$ cat src/rtl/request_defs.svh
// Sizing for the request concentrator, shared by RTL and testbench
// NUM_REQUESTORS is assumed a power of two so the source tag covers it
// Thresholds keep headroom for the registered ready path and the
// items still in flight between arbiter pop and egress write
`ifndef REQUEST_DEFS_SVH
`define REQUEST_DEFS_SVH

// Engine count and source tag width
`define NUM_REQUESTORS 4
`define SOURCE_WIDTH   $clog2(`NUM_REQUESTORS)

// Request address width
`define ADDR_WIDTH 32

// Per-engine ingress queues
`define INGRESS_DEPTH  16
`define INGRESS_THRESH 10

// Shared egress queue
`define EGRESS_DEPTH  32
`define EGRESS_THRESH 20

// Setup hold after reset release, in cycles
`define SETUP_CYCLES 3

`endif

$ cat src/rtl/request_pkg.sv
// Request, tagged request and queue status types
// Widths come from the sizing macros in request_defs.svh
`include "request_defs.svh"

package request_pkg;

  // ------------------------------------------------------------
  // Engine side
  // ------------------------------------------------------------
  typedef struct packed {
    logic [`ADDR_WIDTH-1:0] address;
    logic [1:0]             command;  // 0 read, 1 write
    logic [7:0]             cookie;   // Engine private tag
  } request_payload_t;

  typedef struct packed {
    logic             valid;
    request_payload_t payload;
  } request_t;

  // ------------------------------------------------------------
  // Memory side, one entry of the egress queue
  // ------------------------------------------------------------
  typedef struct packed {
    logic [`SOURCE_WIDTH-1:0] source;
    request_payload_t         payload;
  } tagged_payload_t;

  typedef struct packed {
    logic            valid;
    tagged_payload_t payload;
  } tagged_request_t;

  // Flags carried out of every queue
  typedef struct packed {
    logic empty;
    logic valid;
    logic prog_full;
  } queue_status_t;

endpackage

$ cat src/rtl/request_ingress.sv
// Input register stage for all engines
// Drives a registered copy of the reset to the queues and arbiter
// Ready is low in reset and while setup is high
// Engines must drive valid only while their ready bit is high
`timescale 1ns/1ps
`include "request_defs.svh"

module request_ingress (
  input  logic                              ap_clk,
  input  logic                              areset_control,
  input  request_pkg::request_t             request_in [`NUM_REQUESTORS-1:0],
  input  request_pkg::queue_status_t        ingress_status [`NUM_REQUESTORS-1:0],
  input  request_pkg::queue_status_t        egress_status,
  output request_pkg::request_t             push_request [`NUM_REQUESTORS-1:0],
  output logic                              queue_reset,
  output logic [`NUM_REQUESTORS-1:0]        request_ready,
  output logic                              setup
);

  localparam int SETUP_WIDTH = $clog2(`SETUP_CYCLES + 1);

  logic [SETUP_WIDTH-1:0] setup_count;

  // Local reset copy for the queue side
  always_ff @(posedge ap_clk) begin
    queue_reset <= areset_control;
  end

  // ------------------------------------------------------------
  // Request register, valid cleared in reset
  // ------------------------------------------------------------
  always_ff @(posedge ap_clk) begin
    for (int i = 0; i < `NUM_REQUESTORS; i++) begin
      if (areset_control) begin
        push_request[i].valid <= 1'b0;
      end else begin
        push_request[i].valid <= request_in[i].valid;
      end
      push_request[i].payload <= request_in[i].payload;
    end
  end

  // ------------------------------------------------------------
  // Setup hold, falls SETUP_CYCLES after reset release
  // ------------------------------------------------------------
  always_ff @(posedge ap_clk) begin
    if (areset_control) begin
      setup_count <= SETUP_WIDTH'(`SETUP_CYCLES);
      setup       <= 1'b1;
    end else begin
      if (setup_count != '0) begin
        setup_count <= setup_count - 1'b1;
      end
      // Last count step clears setup
      setup <= (setup_count > SETUP_WIDTH'(1));
    end
  end

  // Ready per engine from its own queue and the egress queue
  always_ff @(posedge ap_clk) begin
    if (areset_control) begin
      request_ready <= '0;
    end else begin
      for (int i = 0; i < `NUM_REQUESTORS; i++) begin
        request_ready[i] <= ~setup & ~ingress_status[i].prog_full &
                            ~egress_status.prog_full;
      end
    end
  end

endmodule

$ cat config.mk
export PLATFORM = sky130hd
export DESIGN_NAME = request_ingress
export DESIGN_NICKNAME = d
export VERILOG_FILES = /design/src/rtl/request_pkg.sv /design/src/rtl/request_ingress.sv
export VERILOG_INCLUDE_DIRS = /design/src /design/src/rtl
export SDC_FILE = /design/constraint.sdc
export NUM_CORES = 1
export LEC_CHECK = 0
export ABC_AREA = 1
export BUFFER_PORTS_ARGS = -buffer_cell sky130_fd_sc_hd__buf_2
export CORE_AREA = 2 2 143 145
export DETAILED_ROUTE_END_ITERATION = 8
export DIE_AREA = 0 0 145 147
export PLACE_DENSITY = 0.46
export SLEW_MARGIN = 25
export SYNTH_ARGS = -nofsm -noshare
export SYNTH_HDL_FRONTEND = slang
export SYNTH_SLANG_ARGS = --single-unit
$ cat constraint.sdc
create_clock -name ap_clk -period 1.7 [get_ports ap_clk]
set_input_delay 0.34 -clock ap_clk [delete_from_list [all_inputs] [get_ports ap_clk]]
set_output_delay 0.34 -clock ap_clk [all_outputs]
set_load 0.05 [all_outputs]
==> results by group, run 1 <==
Finish
  – Fin area: 0.00794 mm2
  – Fin nets: 923
  – Storage element area: 0.00360 mm2
  – Diode count: 0
  – Share of cells above drive strength 1: 52.3%
  – Syn-to-layout area delta: 112%
  – Fillers: 1866
  – Multi-input gate area: 97.6 um2

Worst setup path
  – R2r setup slk: 0.74 ns
  – Slowest CP cell: dfxtp_1
  – Critical Path Max Stage Delay: 0.38 ns
  – Worst setup SP type: register
  – R2R cell count: 5
  – Critical path class: reg -> out
  – Delay-heaviest family, CP: flip-flops
  – Arrival @ worst endpoint: 1.08 ns
  – Setup crit end kind: output pin
  – Buffers & Inverters on Critical Path: 1
  – Worst reg2reg endpoint: setup_count[1]$_SDFFE_PP1P_
  – Req. time, crit path: 1.36 ns
  – Crit-path max FO: 1
  – Reg-to-Reg Start: setup_count[0]$_SDFFE_PP1P_
  – Critical path, cell by cell: buf_2

Place
  – Port Buf Inserts: 356
  – Routability cong.: 0.810
  – Dpl cell area: 0.00586 mm2
  – Post-DP HPWL: 9500 um

STA
  – RSZ-0062 raised after global routing: no
  – Normalized max-slew margin: 80.8%
  – Worst-Margin Slew: 0.289 ns
  – Setup violators final: 0
  – Final min period: 1.42 ns
  – Final hold vios: 0
  – Fin crit share: 83.8%
  – Fmax: 702 MHz
  – Final slew viol count: 0
  – Clock skew: 0.000452 ns
  – Setup TNS Final: 0 ns

Power
  – Total power draw: 10.0 mW
  – Sequential Power Share: 45.1%
  – NetSw: 2.92 mW
  – Leakage Power: 3.94 nW
  – Comb power frac: 15.7%
  – Internal Pwr Total: 7.08 mW
  – VDD IR-drop max: 0.000604 V
  – Sw frac: 29.2%
  – PwrDens: 1260 mW/mm2
  – Clock power frac: 39.2%

Synthesis
  – Synth area leaders: dfxtp_1 96%, inv_1 1.0%, nor2_1 0.80%
  – Top-area cell type share of the netlist area: 96.4%
  – Synth Register Bits: 180
  – Post-synth cell types: 9
  – Synth Flop Type: dfxtp_1
  – Most common cell in the synthesized netlist: dfxtp_1
  – Ys Warns: 0
  – EDFF count, synth: 0
  – Syn_area_per_cell: 17.9 um2
  – Top post-synthesis cells by count: 180 x dfxtp_1, 10 x inv_1, 8 x nor2_1
  – Syn nets: 400
  – Mapped cell area: 0.00374 mm2
  – Sequential share of the synthesized area: 96.4%
  – Post-Syn Instances: 209
  – Synth async-reset ratio: 0%
  – Synth area leader: dfxtp_1

Global routing
  – Vias in the first global route: 3667
  – Largest net degree at the start of global routing: 19
  – Initial antenna violation count: 2
  – Global-route wire length before repair: 19900 um
  – GR Overflow Total: 0
  – Total GRT Usage: 12.4%

Clock tree
  – # hold bufs at CTS: 146
  – Clock slew at reported path FFs: 0.07 ns
  – Total CTS buffers: 17
  – Buffers inserted by post-CTS timing repair: 0
  – H-tree Lvls: 4
  – CTS sink cnt: 180
  – Clock Tree Buf Depth: 2
  – Root buf cell: clkbuf_16
  – CTS tree: yes
  – Worst-Skew Late Latency: 0.42 ns
  – Post-cts sizing count: 0

Detailed routing
  – Starting DRC count in detailed routing: 62
  – Via count: 3464
  – DRC: 0
  – Routed wire per std cell: 13.4 um
  – Drt first pass iters: 4
  – Routed Antenna Nets: 0
  – Routed wire length: 13600 um
  – Vias/cell: 3.41

Floorplanning
  – Die H: 147 um
  – Die area: 0.0213 mm2
  – Io pins: 367
  – Core area: 0.0198 mm2
  – Die X: 145 um
  – FP Rows: 52
  – Initial Utilization: 18.8%

Status
  – Run status: completed

Worst hold path
  – Hold Startpoint: request_in[5]
  – Hold Path Class: in -> reg
  – Hold endpoint: push_request[5]$_DFF_P_
  – Worst hold stages: 1

Job
  – Max Cap Viol: 0
power by group through the flow:
stage / combinational (mW) / sequential [mW] / clock, mW
finish: 1.57 / 4.51 / 3.92
global route: 1.64 / 4.53 / 4.24
CTS: 1.57 / 4.51 / 4.09
detailed placement: 1.30 / 4.61 / 0
global placement: 1.30 / 4.61 / 0
floorplan: 0.0400 / 5.42 / 0
metal layers:
layer,routed length (um),GRT usage [%],vias to the layer above,share of wire [%]
met2,6780,20.9,190,50
li1,-,-,1686,-
met1,5490,13.8,1567,40
met3,1010,4.78,21,7.5
met5,0,0,-,0
met4,284,5.94,0,2.1
per-stage QoR:
step / setup slack (ns) / hold WS (ns) / util [%] / cells
final: 0.275 / 0.0280 / 40.0 / 1015
after global routing: 0.250 / 0.00145 / 40.0 / 1015
after CTS: 0.271 / 0.0000907 / 39.9 / 1013
after detailed placement: 0.737 / 0.444 / 29.5 / 835
after global placement: 0.723 / 0.442 / 29.5 / 835
after floorplan: 0.743 / 0.368 / - / 209
worst max path at each step:
stage	start	to	cells past startpoint
after floorplan	setup$_SDFF_PP1_	setup	0
after CTS	push_request[58]$_DFF_P_	push_request[58]	1
after detailed placement	push_request[58]$_DFF_P_	push_request[58]	1
after global routing	push_request[58]$_DFF_P_	push_request[58]	1
after global placement	push_request[58]$_DFF_P_	push_request[58]	1
final	push_request[58]$_DFF_P_	push_request[58]	1
layout make-up:
class | count | area share [%]
clock buffers | 17 | 5.36
clock inverters | 15 | 2.14
flip-flops and latches | 180 | 45.4
well taps | 270 | 4.26
repair buffers | 504 | 41.1
inverters | 10 | 0.473
multi-input cells | 19 | 1.23
logic make-up (layout without fill, tap and decap cells):
logic type	Yosys count	after routing	synth area share (%)
AOI/OAI and AO/OA	1	1	0.134
DFF	180	180	96.4
adders and majority gates	2	2	0.669
buffers and inverters	10	546	1.00
and+or+nand+nor	16	16	1.81
flip-flops by register name, indices dropped and copies added, names as in the netlist:
name and flops:
push_request 172, request_ready 4, setup_count 2, queue_reset 1
setup 1
placed cells by master (no fill, tap or decap):
cell | Yosys | routed
nor2_2 | 1 | 1
ha_1 | 2 | 2
o21ai_0 | 1 | 1
dlygate4sd3_1 | 0 | 148
buf_2 | 0 | 356
nand2_2 | 1 | 1
bufinv_16 | 0 | 1
inv_1 | 10 | 10
inv_6 | 0 | 2
inv_8 | 0 | 5
nand2_1 | 4 | 4
nand3_1 | 2 | 2
nor2_1 | 8 | 8
clkinv_8 | 0 | 2
clkinv_4 | 0 | 1
dfxtp_1 | 180 | 180
clkbuf_16 | 0 | 17
clkinvlp_4 | 0 | 2
clkinv_2 | 0 | 2
Power figures use the tool's default switching activity.
==> inputs of run 2 (changes only) <==
--- a/config.mk
+++ b/config.mk
@@ -8,9 +8,9 @@
 export LEC_CHECK = 0
 export ABC_AREA = 1
 export BUFFER_PORTS_ARGS = -buffer_cell sky130_fd_sc_hd__buf_2
-export CORE_AREA = 2 2 143 145
+export CORE_AREA = 2 2 142 144
 export DETAILED_ROUTE_END_ITERATION = 8
-export DIE_AREA = 0 0 145 147
+export DIE_AREA = 0 0 144 146
 export PLACE_DENSITY = 0.46
 export SLEW_MARGIN = 25
 export SYNTH_ARGS = -nofsm -noshare
==> constraint.sdc (replaced) <==
create_clock -name ap_clk -period 1.5 [get_ports ap_clk]
set_input_delay 0.3 -clock ap_clk [delete_from_list [all_inputs] [get_ports ap_clk]]
set_output_delay 0.3 -clock ap_clk [all_outputs]
set_load 0.05 [all_outputs]
==> run 2 against run 1 <==
  * Sequential power increased by 14%
  * Non-clock buffer count up 20
  * Die area fell by 1.4%
  * Worst hold slack better by 0.0017 ns
  * Clock power increased by 8.4%
  * First-iteration DRC count decreased by 8.1%
  * Global-route usage about the same
  * Flip-flop and latch count stayed put
  * Cell count increased by 1.5%
==> results by group, run 2 (synthesized netlist as in run 1, its figures left out) <==
Power
  – VDD IR-drop max: 0.000673 V
  – NetSw: 3.26 mW
  – Sw frac: 29.1%
  – PwrDens: 1380 mW/mm2
  – Clock power frac: 38.0%
  – Internal Pwr Total: 7.93 mW
  – Total power draw: 11.2 mW
  – Sequential Power Share: 45.7%
  – Leakage Power: 4.01 nW
  – Comb power frac: 16.3%

Worst setup path
  – Critical path class: reg -> out
  – Worst reg2reg endpoint: setup_count[1]$_SDFFE_PP1P_
  – Worst setup SP type: register
  – R2R cell count: 5
  – Slowest CP cell: dfxtp_1
  – Reg-to-Reg Start: setup_count[0]$_SDFFE_PP1P_
  – Req. time, crit path: 1.20 ns
  – Delay-heaviest family, CP: flip-flops
  – Arrival @ worst endpoint: 1.05 ns
  – Buffers & Inverters on Critical Path: 1
  – Critical Path Max Stage Delay: 0.33 ns
  – Crit-path max FO: 1
  – Setup crit end kind: output pin
  – Critical path, cell by cell: buf_2
  – R2r setup slk: 0.52 ns

Finish
  – Share of cells above drive strength 1: 51.0%
  – Most common cell after layout, fill and taps aside: buf_2
  – Finished Layout Cells: 1030
  – Diode count: 0
  – Most frequent cells in the layout: 356 x buf_2, 180 x dfxtp_1, 168 x dlygate4sd3_1
  – Regs by FF count: push_request x172, request_ready x4, setup_count x2
  – Fin nets: 943
  – Most flops, register: push_request
  – Syn-to-layout area delta: 117%
  – Max FFs per register: 172
  – Fin area: 0.00811 mm2

STA
  – Normalized max-slew margin: 79.5%
  – Final hold vios: 0
  – Clock skew: 0.00236 ns
  – Setup TNS Final: 0 ns
  – Fmax: 740 MHz
  – Setup violators final: 0
  – Final slew viol count: 0
  – RSZ-0062 raised after global routing: no
  – Final min period: 1.35 ns
  – Final WS setup: 0.148 ns
  – Worst-Margin Slew: 0.310 ns
  – Fin crit share: 90.1%

Place
  – Routability cong.: 0.779
  – Post-placement cell count: 830
  – Dpl cell area: 0.00585 mm2
  – Port Buf Inserts: 356
  – Pre-CTS setup slack: 0.546 ns
  – Post-DP HPWL: 9660 um

Worst hold path
  – Worst hold stages: 2
  – Hold Startpoint: ingress_status[3]
  – Hold Path Class: in -> reg
  – Hold endpoint: request_ready[1]$_SDFF_PP0_

Clock tree
  – CTS tree: yes
  – Clock slew at reported path FFs: 0.07 ns
  – H-tree Lvls: 4
  – Post-cts sizing count: 0
  – Total CTS buffers: 17
  – Worst-Skew Late Latency: 0.41 ns
  – CTS sink cnt: 180
  – Root buf cell: clkbuf_16
  – Clock Tree Buf Depth: 2

Floorplanning
  – FP Rows: 51
  – Die H: 146 um
  – Io pins: 367
  – Core area: 0.0193 mm2
  – Die X: 144 um
  – Die area: 0.0210 mm2
  – Initial Utilization: 19.3%

Global routing
  – Initial antenna violation count: 0
  – Largest net degree at the start of global routing: 19
  – GR Overflow Total: 0
  – Vias in the first global route: 3997
  – Global-route wire length before repair: 19700 um
  – Total GRT Usage: 12.4%

Job
  – Max Cap Viol: 0

Detailed routing
  – Via count: 3604
  – Routed wire length: 13800 um
  – DRC: 0
  – Vias/cell: 3.50
  – Drt first pass iters: 4
  – Starting DRC count in detailed routing: 57
  – Routed wire per std cell: 13.4 um
  – Routed Antenna Nets: 0

Status
  – Run status: completed
[run 2: changes by cell type in the layout (fill, tap and decap cells not counted), sizes merged]
cell,previous run,this run
bufinv,1,0
clkinvlp,2,1
dlygate4sd3,148,168
clkinv,5,6
clkbuf,17,18
[run 2: metal layers]
metal  track usage, %  part of all wire, %  vias up
met1             11.7                   35     1659
met4             5.83                  2.6        0
li1                 -                    -     1727
met3             4.97                  8.7       25
met2             23.1                   54      193
met5                0                    0        -
[run 2: worst max-delay path by stage]
stage                                      startpoint                     endpoint  slack, ns  depth (start not counted)
after floorplan                      setup$_SDFF_PP1_  request_ready[0]$_SDFF_PP0_       0.56                          3
after global placement    setup_count[0]$_SDFFE_PP1P_  setup_count[1]$_SDFFE_PP1P_       0.56                          5
after detailed placement  setup_count[0]$_SDFFE_PP1P_  setup_count[1]$_SDFFE_PP1P_       0.55                          5
after CTS                            setup$_SDFF_PP1_                        setup       0.12                          1
after global routing                 setup$_SDFF_PP1_                        setup       0.09                          1
final                        push_request[75]$_DFF_P_             push_request[75]       0.15                          1
[run 2: repair_timing]
| item | CTS | global route |
|---|---|---|
| hold buffers | 168 | 0 |
| endpoints found under the hold margin | 168 | 0 |
| setup buffers | 0 | 0 |
[run 2: final cells by class]
type / instances / area [um2]
Timing Repair Buffer: 524 / 3460
Multi-Input combinational cell: 19 / 97.6
Clock buffer: 18 / 439
Fill cell: 1819 / 11200
Sequential cell: 180 / 3600
Clock inverter: 14 / 140
Inverter: 10 / 37.5
Tap cell: 265 / 332
[run 2: per-stage QoR]
stage               utilization, %  hold slack, ns
finish                        42.0          0.0298
global route                  42.0         0.00246
CTS                           42.0         0.00398
detailed placement            30.3           0.404
global placement              30.3           0.402
floorplan                        -           0.328
[run 2: power by group through the flow]
| stage | registers, mW | logic (mW) | clock network (mW) |
|---|---|---|---|
| 2_1_floorplan | 6.14 | 0.0454 | 0 |
| 3_3_place_gp | 5.22 | 1.47 | 0 |
| 3_5_place_dp | 5.22 | 1.48 | 0 |
| 4_1_cts | 5.11 | 1.83 | 4.41 |
| 5_1_grt | 5.14 | 1.91 | 4.65 |
| 6_report | 5.12 | 1.82 | 4.25 |
