`src/rtl/request_defs.svh`:
```
// Sizing for the request concentrator, shared by RTL and testbench
// NUM_REQUESTORS is assumed a power of two so the source tag covers it
// Thresholds keep headroom for the registered ready path and the
// items still in flight between arbiter pop and egress write
`ifndef REQUEST_DEFS_SVH
`define REQUEST_DEFS_SVH

// Engine count and source tag width
`define NUM_REQUESTORS 4
`define SOURCE_WIDTH   $clog2(`NUM_REQUESTORS)

// Request address width
`define ADDR_WIDTH 32

// Per-engine ingress queues
`define INGRESS_DEPTH  16
`define INGRESS_THRESH 10

// Shared egress queue
`define EGRESS_DEPTH  32
`define EGRESS_THRESH 20

// Setup hold after reset release, in cycles
`define SETUP_CYCLES 3

`endif

```
`src/rtl/request_pkg.sv`:
```
// Request, tagged request and queue status types
// Widths come from the sizing macros in request_defs.svh
`include "request_defs.svh"

package request_pkg;

  // ------------------------------------------------------------
  // Engine side
  // ------------------------------------------------------------
  typedef struct packed {
    logic [`ADDR_WIDTH-1:0] address;
    logic [1:0]             command;  // 0 read, 1 write
    logic [7:0]             cookie;   // Engine private tag
  } request_payload_t;

  typedef struct packed {
    logic             valid;
    request_payload_t payload;
  } request_t;

  // ------------------------------------------------------------
  // Memory side, one entry of the egress queue
  // ------------------------------------------------------------
  typedef struct packed {
    logic [`SOURCE_WIDTH-1:0] source;
    request_payload_t         payload;
  } tagged_payload_t;

  typedef struct packed {
    logic            valid;
    tagged_payload_t payload;
  } tagged_request_t;

  // Flags carried out of every queue
  typedef struct packed {
    logic empty;
    logic valid;
    logic prog_full;
  } queue_status_t;

endpackage

```
`src/rtl/request_queue.sv`:
```
// Synchronous FIFO with a registered read port
// Push while full is dropped, pop while empty is ignored
// Read data and status.valid appear the cycle after an accepted pop
// prog_full is high at or above PROG_THRESH entries
`timescale 1ns/1ps

module request_queue #(
  parameter type payload_t   = logic [7:0],
  parameter int  DEPTH       = 16,
  parameter int  PROG_THRESH = 10
) (
  input  logic                       ap_clk,
  input  logic                       areset_control,
  input  logic                       push,
  input  payload_t                   push_data,
  input  logic                       pop,
  output payload_t                   pop_data,
  output request_pkg::queue_status_t status
);

  localparam int PTR_WIDTH   = (DEPTH > 1) ? $clog2(DEPTH) : 1;
  localparam int COUNT_WIDTH = $clog2(DEPTH + 1);

  // Storage and pointers
  payload_t               mem [DEPTH];
  logic [PTR_WIDTH-1:0]   wr_ptr;
  logic [PTR_WIDTH-1:0]   rd_ptr;
  logic [COUNT_WIDTH-1:0] count;
  logic                   full;
  logic                   do_push;
  logic                   do_pop;
  logic                   data_valid;

  // Wrap at DEPTH, so depth need not be a power of two
  function automatic logic [PTR_WIDTH-1:0] next_ptr(input logic [PTR_WIDTH-1:0] ptr);
    if (ptr == PTR_WIDTH'(DEPTH - 1)) begin
      return '0;
    end
    return ptr + 1'b1;
  endfunction

  assign full    = (count == COUNT_WIDTH'(DEPTH));
  assign do_push = push & ~full;
  assign do_pop  = pop & (count != '0);

  // ------------------------------------------------------------
  // Pointers and occupancy
  // ------------------------------------------------------------
  always_ff @(posedge ap_clk) begin
    if (areset_control) begin
      wr_ptr     <= '0;
      rd_ptr     <= '0;
      count      <= '0;
      data_valid <= 1'b0;
    end else begin
      if (do_push) begin
        wr_ptr <= next_ptr(wr_ptr);
      end
      if (do_pop) begin
        rd_ptr <= next_ptr(rd_ptr);
      end
      case ({do_push, do_pop})
        2'b10:   count <= count + 1'b1;
        2'b01:   count <= count - 1'b1;
        default: count <= count;
      endcase
      // One pulse per entry read
      data_valid <= do_pop;
    end
  end

  // ------------------------------------------------------------
  // Storage and read port
  // ------------------------------------------------------------
  always_ff @(posedge ap_clk) begin
    if (do_push) begin
      mem[wr_ptr] <= push_data;
    end
    if (do_pop) begin
      pop_data <= mem[rd_ptr];
    end
  end

  // Status flags
  assign status.empty     = (count == '0);
  assign status.valid     = data_valid;
  assign status.prog_full = (count >= COUNT_WIDTH'(PROG_THRESH));

endmodule

```
`config.mk`:
```
export PLATFORM = sky130hd
export DESIGN_NAME = request_queue
export DESIGN_NICKNAME = d
export VERILOG_FILES = /design/src/rtl/request_pkg.sv /design/src/rtl/request_queue.sv
export VERILOG_INCLUDE_DIRS = /design/src /design/src/rtl
export SDC_FILE = /design/constraint.sdc
export NUM_CORES = 1
export LEC_CHECK = 0
export BUFFER_PORTS_ARGS = -buffer_cell sky130_fd_sc_hd__buf_4
export CAP_MARGIN = 20
export CORE_UTILIZATION = 60
export DETAILED_ROUTE_END_ITERATION = 8
export GPL_TIMING_DRIVEN = 0
export HOLD_SLACK_MARGIN = 0.15
export PLACE_DENSITY = 0.84
export SYNTH_ARGS = -nofsm -noshare
export SYNTH_HDL_FRONTEND = slang
export SYNTH_SLANG_ARGS = --single-unit
```
`constraint.sdc`:
```
create_clock -name ap_clk -period 3.2 [get_ports ap_clk]
set_clock_uncertainty 0.2 [all_clocks]
set_input_delay 0.8 -clock ap_clk [delete_from_list [all_inputs] [get_ports ap_clk]]
set_output_delay 0.8 -clock ap_clk [all_outputs]
set_load 0.1 [all_outputs]
```
==> results.md, run 1 <==
* Outcome: completed
* Via Count at 3216
* Clock share of power at 0.342
* Avg WL per Cell at 24.50 µm
* Power Total at 6.292 mW
* Max VDD drop at 0.5279 mV
* Top post-synthesis cells by area: edfxtp_1 (69%), mux4_2 (12%), dfxtp_1 (4.7%)
* Sequential area share after synthesis at 0.7332
* Distinct cells, synth at 39
* Synth top cells by count: edfxtp_1 (136), mux4_2 (32), nor2_1 (26), a22oi_1 (16)
* Residual DRC count at 0
* Final wirelength at ~12 mm
* Delay-heaviest family, CP: simple AND/OR/NAND/NOR gates
* CTS Root Cell: clkbuf_8
* Syn Nets at between 300 and 400
* Worst slew pin tran at roughly 0.83 ns
* Final setup viols at 0
* Slew margin rel. at 0.4455
* Setup tns final at 0 ns
* Synth warn at 0
* Clk slew on worst S/H paths at 0.07 ns
* Vias per cell at 6.381
* Hold Crit Class: in -> reg
* Num CTS Buffers at 17
* Die span in x at 101.6 µm
* Internal power at 4.219 mW
* FMAX at 0.3267 GHz
* Vias in the first global route at 3291
* Placed cells at 470
* Fraction of registers with async set/reset at 0
* RR Endpoint: count[4]
* Routability Congestion at approximately 0.76
* Most used DFF post-synth: edfxtp_1
* Largest net degree at the start of global routing at 17
* Worst path bufs/invs at 1
* CP max FO at 14
* Nature of the critical path startpoint: flip-flop
* Clock sinks at 150
* Initial DRC Count at 361
* Gr ovfl total at 0
* Critical path required time at about 3.5 ns
* Number of synthesized flops with an enable pin at 136
* Die footprint at 10320 µm²
* Slew Viols, Final at 0
* Crit path DAT at between 3 and 4 ns
* Max-cap violation count at 0
* Slowest cell on crit path: or4_4
* PD cells at 903.0 nW/µm²
* Worst reg-to-reg setup slack at 0.14 ns
* DP HPWL at roughly 7.6 mm
* RSZ-0062 raised after global routing: no
* Switch Pwr at 2.073 mW
* Layout cells sized above 1 at 0.2853
* Mapped Cells at approximately 320
* Area leader, netlist: edfxtp_1
* Worst-skew pair later-pin latency at 0.52 ns
* Area Overhead vs Synth at 17.07%
* I/O Buffers at 22
* Average size of a mapped cell at around 19 µm²
* Part of the power in registers at 0.375
* Synthesized flop and latch total at 150
* Leak Pwr at 2.343 nW
* Hold Fails Final Rpt at 0
* Sw Share at 0.3295
* CP cell instances: or4_4 > o21a_1 > buf_6 > ha_2 > fa_1 > nand3_1 > a21oi_1 > or4_1 > a21oi_1
* Logic gate share of total power at 0.283
* Clock buffer depth at 2
* Rows at 35
* Final Net Count at 384
* Worst reg-to-reg path cell count at 9
* Crit Path Class: reg -> reg
* CP max stage delay at 0.58 ns
* Die Height at between 100 and 150 µm
* Reg2Reg Launch Point: count[0]
* Tmin final at slightly above 3 ns
* CP endpoint kind: flip-flop
* Post-Synthesis Cell Area at 5952 µm²
* Area fraction of the dominant cell type after synthesis at 0.6861
* Worst Setup EP: count[4]
* Final-layout fill cell count at 497
* Post-CTS Setup Repair Bufs at 0
* Post-CTS Hold Fix Bufs at 0
* Post-route insts no fill at approximately 500
* CP most frequent cell: a21oi_1
* Level count of the clock H-tree at 4
* Total track usage at 0.2677
* Most numerous cell in the Yosys netlist: edfxtp_1
* Initial Utilization at 0.6322
* Initial antenna violation count at 0
* Final cycle utilization of the critical path at 0.9564
* Critical path origin: count[0]
* TritonRoute pass-1 iters at 5
* Fin util at 0.7401
* CTS tree: yes
* N_diodes at 0
* Final ANT Viol Nets at 0
* Crit path depth at 9
* Core Region at 9415 µm²
* First-pass GRT wire length at 18.64 mm
* Worst hold slack at ~0.31 ns
* Io pins at 23
[stage by stage]
stage / cell area, µm² / worst slack, ns
3_3_place_gp: 6279 / 0.1683
2_1_floorplan: 5952 / 0.02493
4_1_cts: 6934 / 0.06014
3_5_place_dp: 6294 / 0.08415
6_report: 6968 / 0.1394
5_1_grt: 6968 / 0.007463
[area by class of cell]
type | instances | area, µm² | area share
Sequential cell | 150 | 4367 | 0.6267
Multi-Input combinational cell | 144 | 1490 | 0.2139
Clock buffer | 17 | 414.1 | 0.05944
Clock inverter | 15 | 226.5 | 0.03250
Timing Repair Buffer | 26 | 192.7 | 0.02765
Tap cell | 129 | 161.4 | 0.02316
Buffer | 18 | 97.59 | 0.01401
Inverter | 5 | 18.77 | 0.002693
[cell usage in the layout, fill, tap and decap left out, types with 2 or more instances in the layout]
master / instances
bufinv_16: 4
dfxtp_1: 12
buf_6: 2
clkbuf_16: 16
clkinv_4: 2
nor2b_1: 3
a21oi_1: 6
mux4_2: 32
edfxtp_1: 136
dfxtp_2: 2
a41oi_2: 2
inv_1: 5
inv_6: 5
a22oi_1: 16
buf_1: 2
inv_8: 4
xor2_1: 3
ha_1: 7
buf_2: 4
a21o_1: 2
mux2i_1: 5
clkbuf_1: 8
nand2b_1: 2
nor3_1: 4
nand2_1: 14
buf_4: 27
nor2_1: 26
o21a_1: 2
[worst min path at each step]
stage | slack, ns | depth (start not counted) | to | start
CTS | 0.30 | 2 | wr_ptr[3] | areset_control
detailed placement | 0.33 | 2 | count[4] | count[4]
global placement | 0.32 | 2 | count[4] | count[4]
floorplan | 0.29 | 2 | count[4] | count[4]
finish | 0.31 | 2 | wr_ptr[3] | areset_control
global route | 0.29 | 2 | wr_ptr[3] | areset_control
[power by group through the flow]
stage | clock network [mW] | registers (mW) | logic [mW]
2_1_floorplan | 0 | 2.72 | 1.03
3_3_place_gp | 0 | 2.39 | 1.70
3_5_place_dp | 0 | 2.40 | 1.75
4_1_cts | 2.15 | 2.36 | 1.77
5_1_grt | 2.24 | 2.37 | 1.87
6_report | 2.15 | 2.36 | 1.78
[kinds of logic after synthesis]
family | count (synthesis) | share of synthesized area
compound gates | 36 | 0.04583
buf+inv | 23 | 0.01955
xor+xnor | 4 | 0.005887
fa+ha+maj | 10 | 0.02228
simple gates | 57 | 0.04373
mux | 37 | 0.1295
flops | 150 | 0.7332
[metal layers]
| layer | up-vias | global-route usage | wire length [µm] | part of all wire |
|---|---|---|---|---|
| li1 | 1362 | - | - | - |
| met1 | 1609 | 0.3322 | 4576 | 0.37 |
| met2 | 211 | 0.4423 | 6351 | 0.51 |
| met3 | 34 | 0.06901 | 997 | 0.081 |
| met4 | 0 | 0.1315 | 420 | 0.034 |
| met5 | - | 0 | 0 | 0 |
[registers in the layout, summed over array words and instances (netlist names)]
register    cells
count           5
wr_ptr          4
mem           128
data_valid      1
rd_ptr          4
pop_data        8
[what timing repair did]
action / CTS / global route
endpoints found under the hold margin: 0 / 0
setup endpoints to repair: 0 / 1
gates resized for setup: 0 / 5
(Power assumes the default switching activity.)
==> inputs of run 2 (changes only) <==
ABC_AREA = 1   (was default)
PLACE_DENSITY = 0.77   (was 0.84)
==> results.md, run 2 <==
* Level count of the clock H-tree at 4 (unchanged)
* Internal power at 4.004 mW (-5.1%)
* Number of synthesized flops with an enable pin at 136 (unchanged)
* Area Overhead vs Synth at 14.38%
* Placed instance area at 6948 µm² (+10%)
* CP max stage delay at 0.42 ns (-0.16 ns)
* Reg2Reg Launch Point: count[0]
* DP HPWL at 9.790 mm (+29%)
* Residual DRC count at 0 (unchanged)
* Commonest cells after routing, fill and taps aside: nand2_1 (235), edfxtp_1 (136), inv_1 (93), nand3_1 (66), nor2_1 (52)
* CP max FO at 11 (-3)
* Final-layout fill cell count at 718 (+44%)
* CP cell instances: nor2_1 > nand3_1 > nand2_1 > inv_1 > ha_1 > ha_1 > or2_2 > nand3_1 > nand2_1 > o21ai_0 > inv_1
* Outcome: completed
* Crit Path Class: reg -> reg
* N_diodes at 0 (unchanged)
* Largest register FFs at 128 (unchanged)
* Synth warn at 0 (unchanged)
* Delay-heaviest family, CP: simple AND/OR/NAND/NOR gates
* Worst slew pin tran at 0.9355 ns (+0.1068 ns)
* Commonest non-fill, non-tap cell in the layout: nand2_1
* Final setup viols at 0 (unchanged)
* I/O Buffers at 22 (unchanged)
* Max-cap violation count at 0 (unchanged)
* Synthesized flop and latch total at 150 (unchanged)
* PD cells at 827.4 nW/µm² (-8.4%)
* Clock share of power at 0.313 (-0.029)
* Final Net Count at 737 (+92%)
* Synth top cells by count: nand2_1 (235), edfxtp_1 (136), inv_1 (93), nand3_1 (66), nor2_1 (52)
* Vias per cell at 5.521 (-13%)
* Hold Fails Final Rpt at 0 (unchanged)
* Largest family of logic cells by synthesized area: simple AND/OR/NAND/NOR gates
* Io pins at 23 (unchanged)
* Tmin final at 2.903 ns (-0.1573 ns)
* Via Count at 4770 (+48%)
* Average size of a mapped cell at 9.840 µm² (-48%)
* Synth Area in Compound Gates at 0.01743 (-0.02839)
* Mapped Cells at 671 (+110%)
* Die Height at 106.9 µm (+5.2%)
* Clock buffer depth at 2 (unchanged)
* Max VDD drop at 0.7942 mV (+50%)
* Num CTS Buffers at 17 (unchanged)
* Power Total at 6.249 mW (-0.68%)
* Leak Pwr at 3.299 nW (+41%)
* Largest regs: mem: 128 flops, pop_data: 8 flops, count: 5 flops
* Die footprint at 11430 µm² (+11%)
* Rows at 37 (+5.7%)
* CP endpoint kind: flip-flop
* Switch Pwr at 2.245 mW (+8.3%)
* Post-Synth Simple-Gate Area at 0.2211 (+0.1774)
* Final cycle utilization of the critical path at 0.9073 (-0.04915)
* Fin area at 7552 µm² (+8.4%)
* Area leader, netlist: edfxtp_1
* Layout cells sized above 1 at 0.1044 (-0.1809)
* Post-synthesis mux area share at 0 (-0.1295)
* CTS tree: yes
* Initial Utilization at 0.6283 (-0.003870)
* Crit path DAT at 3.14 ns (-0.17 ns)
* Routability Congestion at 0.8431 (+12%)
* TritonRoute pass-1 iters at 6 (+1)
* Gr ovfl total at 0 (unchanged)
* Worst hold path startpoint: count[1]
* Worst-skew pair later-pin latency at 0.54 ns (+0.02 ns)
* Sw Share at 0.3593 (+0.02978)
* Sequential area share after synthesis at 0.6610 (-0.07225)
* Initial DRC Count at 419 (+16%)
* Die span in x at 106.9 µm (+5.2%)
* Nature of the critical path startpoint: flip-flop
* Post-CTS Setup Repair Bufs at 0 (unchanged)
* Fin util at 0.7187 (-0.02141)
* Vias in the first global route at 4743 (+44%)
* Total track usage at 0.2890 (+0.02130)
* Most used DFF post-synth: edfxtp_1
* Initial antenna violation count at 0 (unchanged)
* Clock sinks at 150 (unchanged)
* Avg WL per Cell at 17.35 µm (-29%)
* Post-Synthesis Cell Area at 6603 µm² (+11%)
* Clk slew on worst S/H paths at 0.06 ns (about the same)
* Top post-synthesis cells by area: edfxtp_1 (62%), nand2_1 (13%), inv_1 (5.3%)
* Part of the power in registers at 0.381 (+0.006)
* Slew Viols, Final at 0 (unchanged)
* Most numerous cell in the Yosys netlist: nand2_1
* First-pass GRT wire length at 23.87 mm (+28%)
* FMAX at 0.3444 GHz (+5.4%)
* Hold Crit Class: reg -> reg
* Critical path origin: count[0]
* Fraction of registers with async set/reset at 0 (unchanged)
* Setup tns final at 0 ns (unchanged)
* Slew margin rel. at 0.3740 (-0.07150)
* Final wirelength at 14.99 mm (+21%)
* Critical path required time at 3.44 ns (about the same)
* Largest net degree at the start of global routing at 17 (unchanged)
* Slowest cell on crit path: dfxtp_1
* RSZ-0062 raised after global routing: no
* Logic gate share of total power at 0.306 (+0.023)
* CTS Root Cell: clkbuf_8
* Post-CTS Hold Fix Bufs at 0 (unchanged)
* CTS resizes at 0 (unchanged)
* Worst path bufs/invs at 2 (+1)
* Syn Nets at 693 (+100%)
* Distinct cells, synth at 23 (-41%)
* Final ANT Viol Nets at 0 (unchanged)
* Adder-Cell Fraction of Synth Area at 0.02009 (-0.002196)
* Synth Area in XOR/XNOR at 0.006633 (+0.0007465)
* Core Region at 10510 µm² (+12%)
* Area fraction of the dominant cell type after synthesis at 0.6185 (-0.06761)
* Largest reg by FF count: mem
-- run 2: cell count changes after synthesis, moves of 3 or more --
cell,before,now
o21ai_0,1,11
nor2b_1,3,0
nand2_1,14,235
a22oi_1,16,0
mux4_2,32,0
nor2_1,26,52
mux2i_1,5,0
buf_2,3,14
o21ai_1,0,5
inv_1,5,93
nand3_1,1,66
-- run 2: path summary, 6_finish.rpt --
kind                    to  slack, ns  cells past startpoint
setup / recovery  count[3]       0.30                     11
hold / removal    count[1]       0.35                      2
setup reg to reg  count[3]       0.30                     11
hold reg to reg   count[1]       0.35                      2
-- run 2: per-stage QoR --
stage	hold WS (ns)	cells	worst slack [ns]
final	0.3535	864	0.2967
after global placement	0.3352	829	0.1840
after CTS	0.3559	863	0.3236
after detailed placement	0.3454	831	0.1188
after global routing	0.3831	864	0.06379
after floorplan	0.3156	671	0.3922
-- run 2: cells by family (layout without fill, tap and decap cells) --
logic type,count (synthesis),count (layout)
and+or+nand+nor,362,362
DFF,150,150
buffers and inverters,121,178
AOI/OAI and AO/OA,23,23
adders and majority gates,10,10
xor gates and xnor gates,5,5
-- run 2: final cells by class --
type / count / area [µm²] / area share
repair buffers: 25 / 182.7 / 0.02419
flip-flops and latches: 150 / 4364 / 0.5779
clock buffers: 27 / 566.8 / 0.07505
well taps: 136 / 170.2 / 0.02253
plain buffers: 26 / 130.1 / 0.01723
multi-input cells: 400 / 1752 / 0.2319
clock inverters: 5 / 30.03 / 0.003976
inverters: 95 / 356.6 / 0.04722
-- run 2: worst min-delay path, stage by stage (launching register included) --
cell,delay (ns)
dfxtp_1,0.35
nor2_1,0.11
nor2_1,0.05
-- run 2: power by group through the flow --
stage | Combinational (mW) | Clock (mW) | Sequential (mW)
after CTS | 1.89 | 1.96 | 2.38
after global routing | 2.07 | 2.04 | 2.39
after floorplan | 1.10 | 0 | 2.72
final | 1.91 | 1.96 | 2.38
after global placement | 1.83 | 0 | 2.41
after detailed placement | 1.88 | 0 | 2.42
-- run 2: metal layers --
metal  global-route usage  vias to the layer above  wire (µm)
met5                    0                        -          0
met4               0.1301                        0        450
met3              0.07234                       42       1320
met2               0.4673                      229       7198
met1               0.3705                     2255       6017
li1                     -                     2244          -
==> inputs of run 3 (changes only) <==
CORE_UTILIZATION = 56   (was 60)
PLACE_DENSITY = 0.76   (was 0.77)
clock period = 2.6 ns   (was 3.2 ns; I/O delays follow)
==> results.md, run 3 (synthesis gave the netlist of run 2 again) <==
* Clock sinks at 150 (unchanged)
* FMAX at 0.4110 GHz (+19%)
* TritonRoute pass-1 iters at 6 (unchanged)
* Leak Pwr at 3.295 nW (-0.13%)
* Final setup viols at 0 (unchanged)
* Clk slew on worst S/H paths at 0.06 ns (about the same)
* Switch Pwr at 2.845 mW (+27%)
* DP HPWL at 9.908 mm (+1.2%)
* Placed instance area at 6960 µm² (+0.18%)
* Worst slew pin tran at 0.8258 ns (-0.1097 ns)
* Commonest cells after routing, fill and taps aside: nand2_1 (234), edfxtp_1 (136), inv_1 (92), nand3_1 (65), nor2_1 (49)
* First-pass GRT wire length at 24.08 mm (+0.87%)
* I/O Buffers at 22 (unchanged)
* Initial Utilization at 0.5758 (-0.05251)
* Io pins at 23 (unchanged)
* Hold Fails Final Rpt at 0 (unchanged)
* Nature of the critical path startpoint: flip-flop
* Layout cells sized above 1 at 0.1204 (+0.01599)
* Initial antenna violation count at 0 (unchanged)
* Die Height at 110.6 µm (+3.4%)
* Rows at 39 (+5.4%)
* CTS Root Cell: clkbuf_16
* Num CTS Buffers at 17 (unchanged)
* Sw Share at 0.3625 (+0.003226)
* Largest regs: mem: 128 flops, pop_data: 8 flops, count: 5 flops
* PD cells at 1031 nW/µm² (+25%)
* Tmin final at 2.433 ns (-0.4702 ns)
* Internal power at 5.004 mW (+25%)
* Slew Viols, Final at 0 (unchanged)
* Area Overhead vs Synth at 15.25%
* Initial DRC Count at 456 (+8.8%)
* Final wirelength at 15.00 mm (about the same)
* Avg WL per Cell at 17.16 µm (-1.1%)
* Final ANT Viol Nets at 0 (unchanged)
* N_diodes at 0 (unchanged)
* Hold Crit Class: in -> reg
* Commonest non-fill, non-tap cell in the layout: nand2_1
* Final cycle utilization of the critical path at 0.9358 (+0.02853)
* Part of the power in registers at 0.374 (-0.007)
* Largest net degree at the start of global routing at 17 (unchanged)
* Largest register FFs at 128 (unchanged)
* Critical path required time at 2.72 ns (-0.72 ns)
* Gr ovfl total at 0 (unchanged)
* Final Net Count at 740 (+0.41%)
* Die footprint at 12230 µm² (+7.0%)
* Crit path DAT at 2.55 ns (-0.59 ns)
* Clock buffer depth at 2 (unchanged)
* Routability Congestion at 0.8558 (+1.5%)
* Worst-skew pair later-pin latency at 0.43 ns (-0.11 ns)
* Setup tns final at 0 ns (unchanged)
* Max-cap violation count at 0 (unchanged)
* Residual DRC count at 0 (unchanged)
* Level count of the clock H-tree at 4 (unchanged)
* Slew margin rel. at 0.4474 (+0.07341)
* CP endpoint kind: flip-flop
* Vias per cell at 5.436 (-1.5%)
* Core Region at 11470 µm² (+9.1%)
* Die span in x at 110.6 µm (+3.4%)
* CP max FO at 5 (-6)
* Worst hold slack at 0.3541 ns (+0.0006250 ns)
* Vias in the first global route at 4701 (-0.89%)
* Logic gate share of total power at 0.314 (+0.008)
* Largest reg by FF count: mem
* Crit Path Class: reg -> reg
* Via Count at 4751 (-0.40%)
* Total track usage at 0.2630 (-0.02604)
* Outcome: completed
* Max VDD drop at 1.113 mV (+40%)
* Clock share of power at 0.312 (about the same)
* CTS tree: yes
* Fin area at 7610 µm² (+0.76%)
run 3: cell types whose count changed in the layout (fill, tap and decap cells not counted), moves of 2 or more:
cell,delta
bufinv_16,+3
clkbuf_8,-4
buf_4,+3
nor2_1,-3
clkbuf_16,-3
nor2_2,+2
clkinvlp_4,+5
run 3: worst paths after layout:
kind / startpoint / endpoint / slack [ns] / cells past startpoint
max: count[0] / count[3] / 0.17 / 11
min: areset_control / rd_ptr[1] / 0.35 / 4
max reg2reg: count[0] / count[3] / 0.17 / 11
min reg2reg: wr_ptr[1] / wr_ptr[1] / 0.37 / 2
run 3: stage by stage:
step	cells	util	worst slack [ns]	power, mW
finish	874	0.6636	0.1669	7.849
global route	874	0.6636	-0.01150	8.191
CTS	871	0.6608	0.04733	7.792
detailed placement	838	0.6070	-0.4092	5.318
global placement	836	0.6061	-0.3361	5.254
floorplan	671	-	0.09283	4.702
run 3: power groups by stage:
stage,Clock (mW),Sequential (mW),Combinational (mW)
6_report,2.45,2.94,2.46
5_1_grt,2.56,2.96,2.68
4_1_cts,2.46,2.93,2.40
3_5_place_dp,0,2.98,2.34
3_3_place_gp,0,2.97,2.29
2_1_floorplan,0,3.34,1.36
run 3: what timing repair did:
action                     in CTS  in global routing
setup endpoints to repair       4                 10
hold buffers                    0                  0
setup buffers                   1                  2
pin swaps                       0                  1
hold endpoints to repair        0                  0
gates resized for setup         5                  4
run 3: area by class of cell:
class                   count  area (µm²)
plain buffers              26       130.1
clock buffers              19       432.9
clock inverters            13       157.7
fillers                   837        3857
inverters                  95       360.3
multi-input cells         400        1783
flip-flops and latches    150        4364
well taps                 143       178.9
repair buffers             28       202.7
run 3: worst max-delay path, stage by stage, from the launching register on:
cell	delay, ns
dfxtp_1	0.38
nor2_2	0.16
nand3_2	0.16
nand2_4	0.14
clkinvlp_4	0.09
ha_2	0.22
ha_1	0.32
or2_2	0.32
nand3_1	0.08
nand2_1	0.04
o21ai_0	0.15
inv_1	0.05
run 3: per-layer routing:
metal	GRT usage	vias to the layer above	part of all wire
met5	0	-	0
met4	0.1244	0	0.028
met3	0.05488	36	0.067
met2	0.4182	198	0.48
met1	0.3474	2266	0.42
li1	-	2251	-
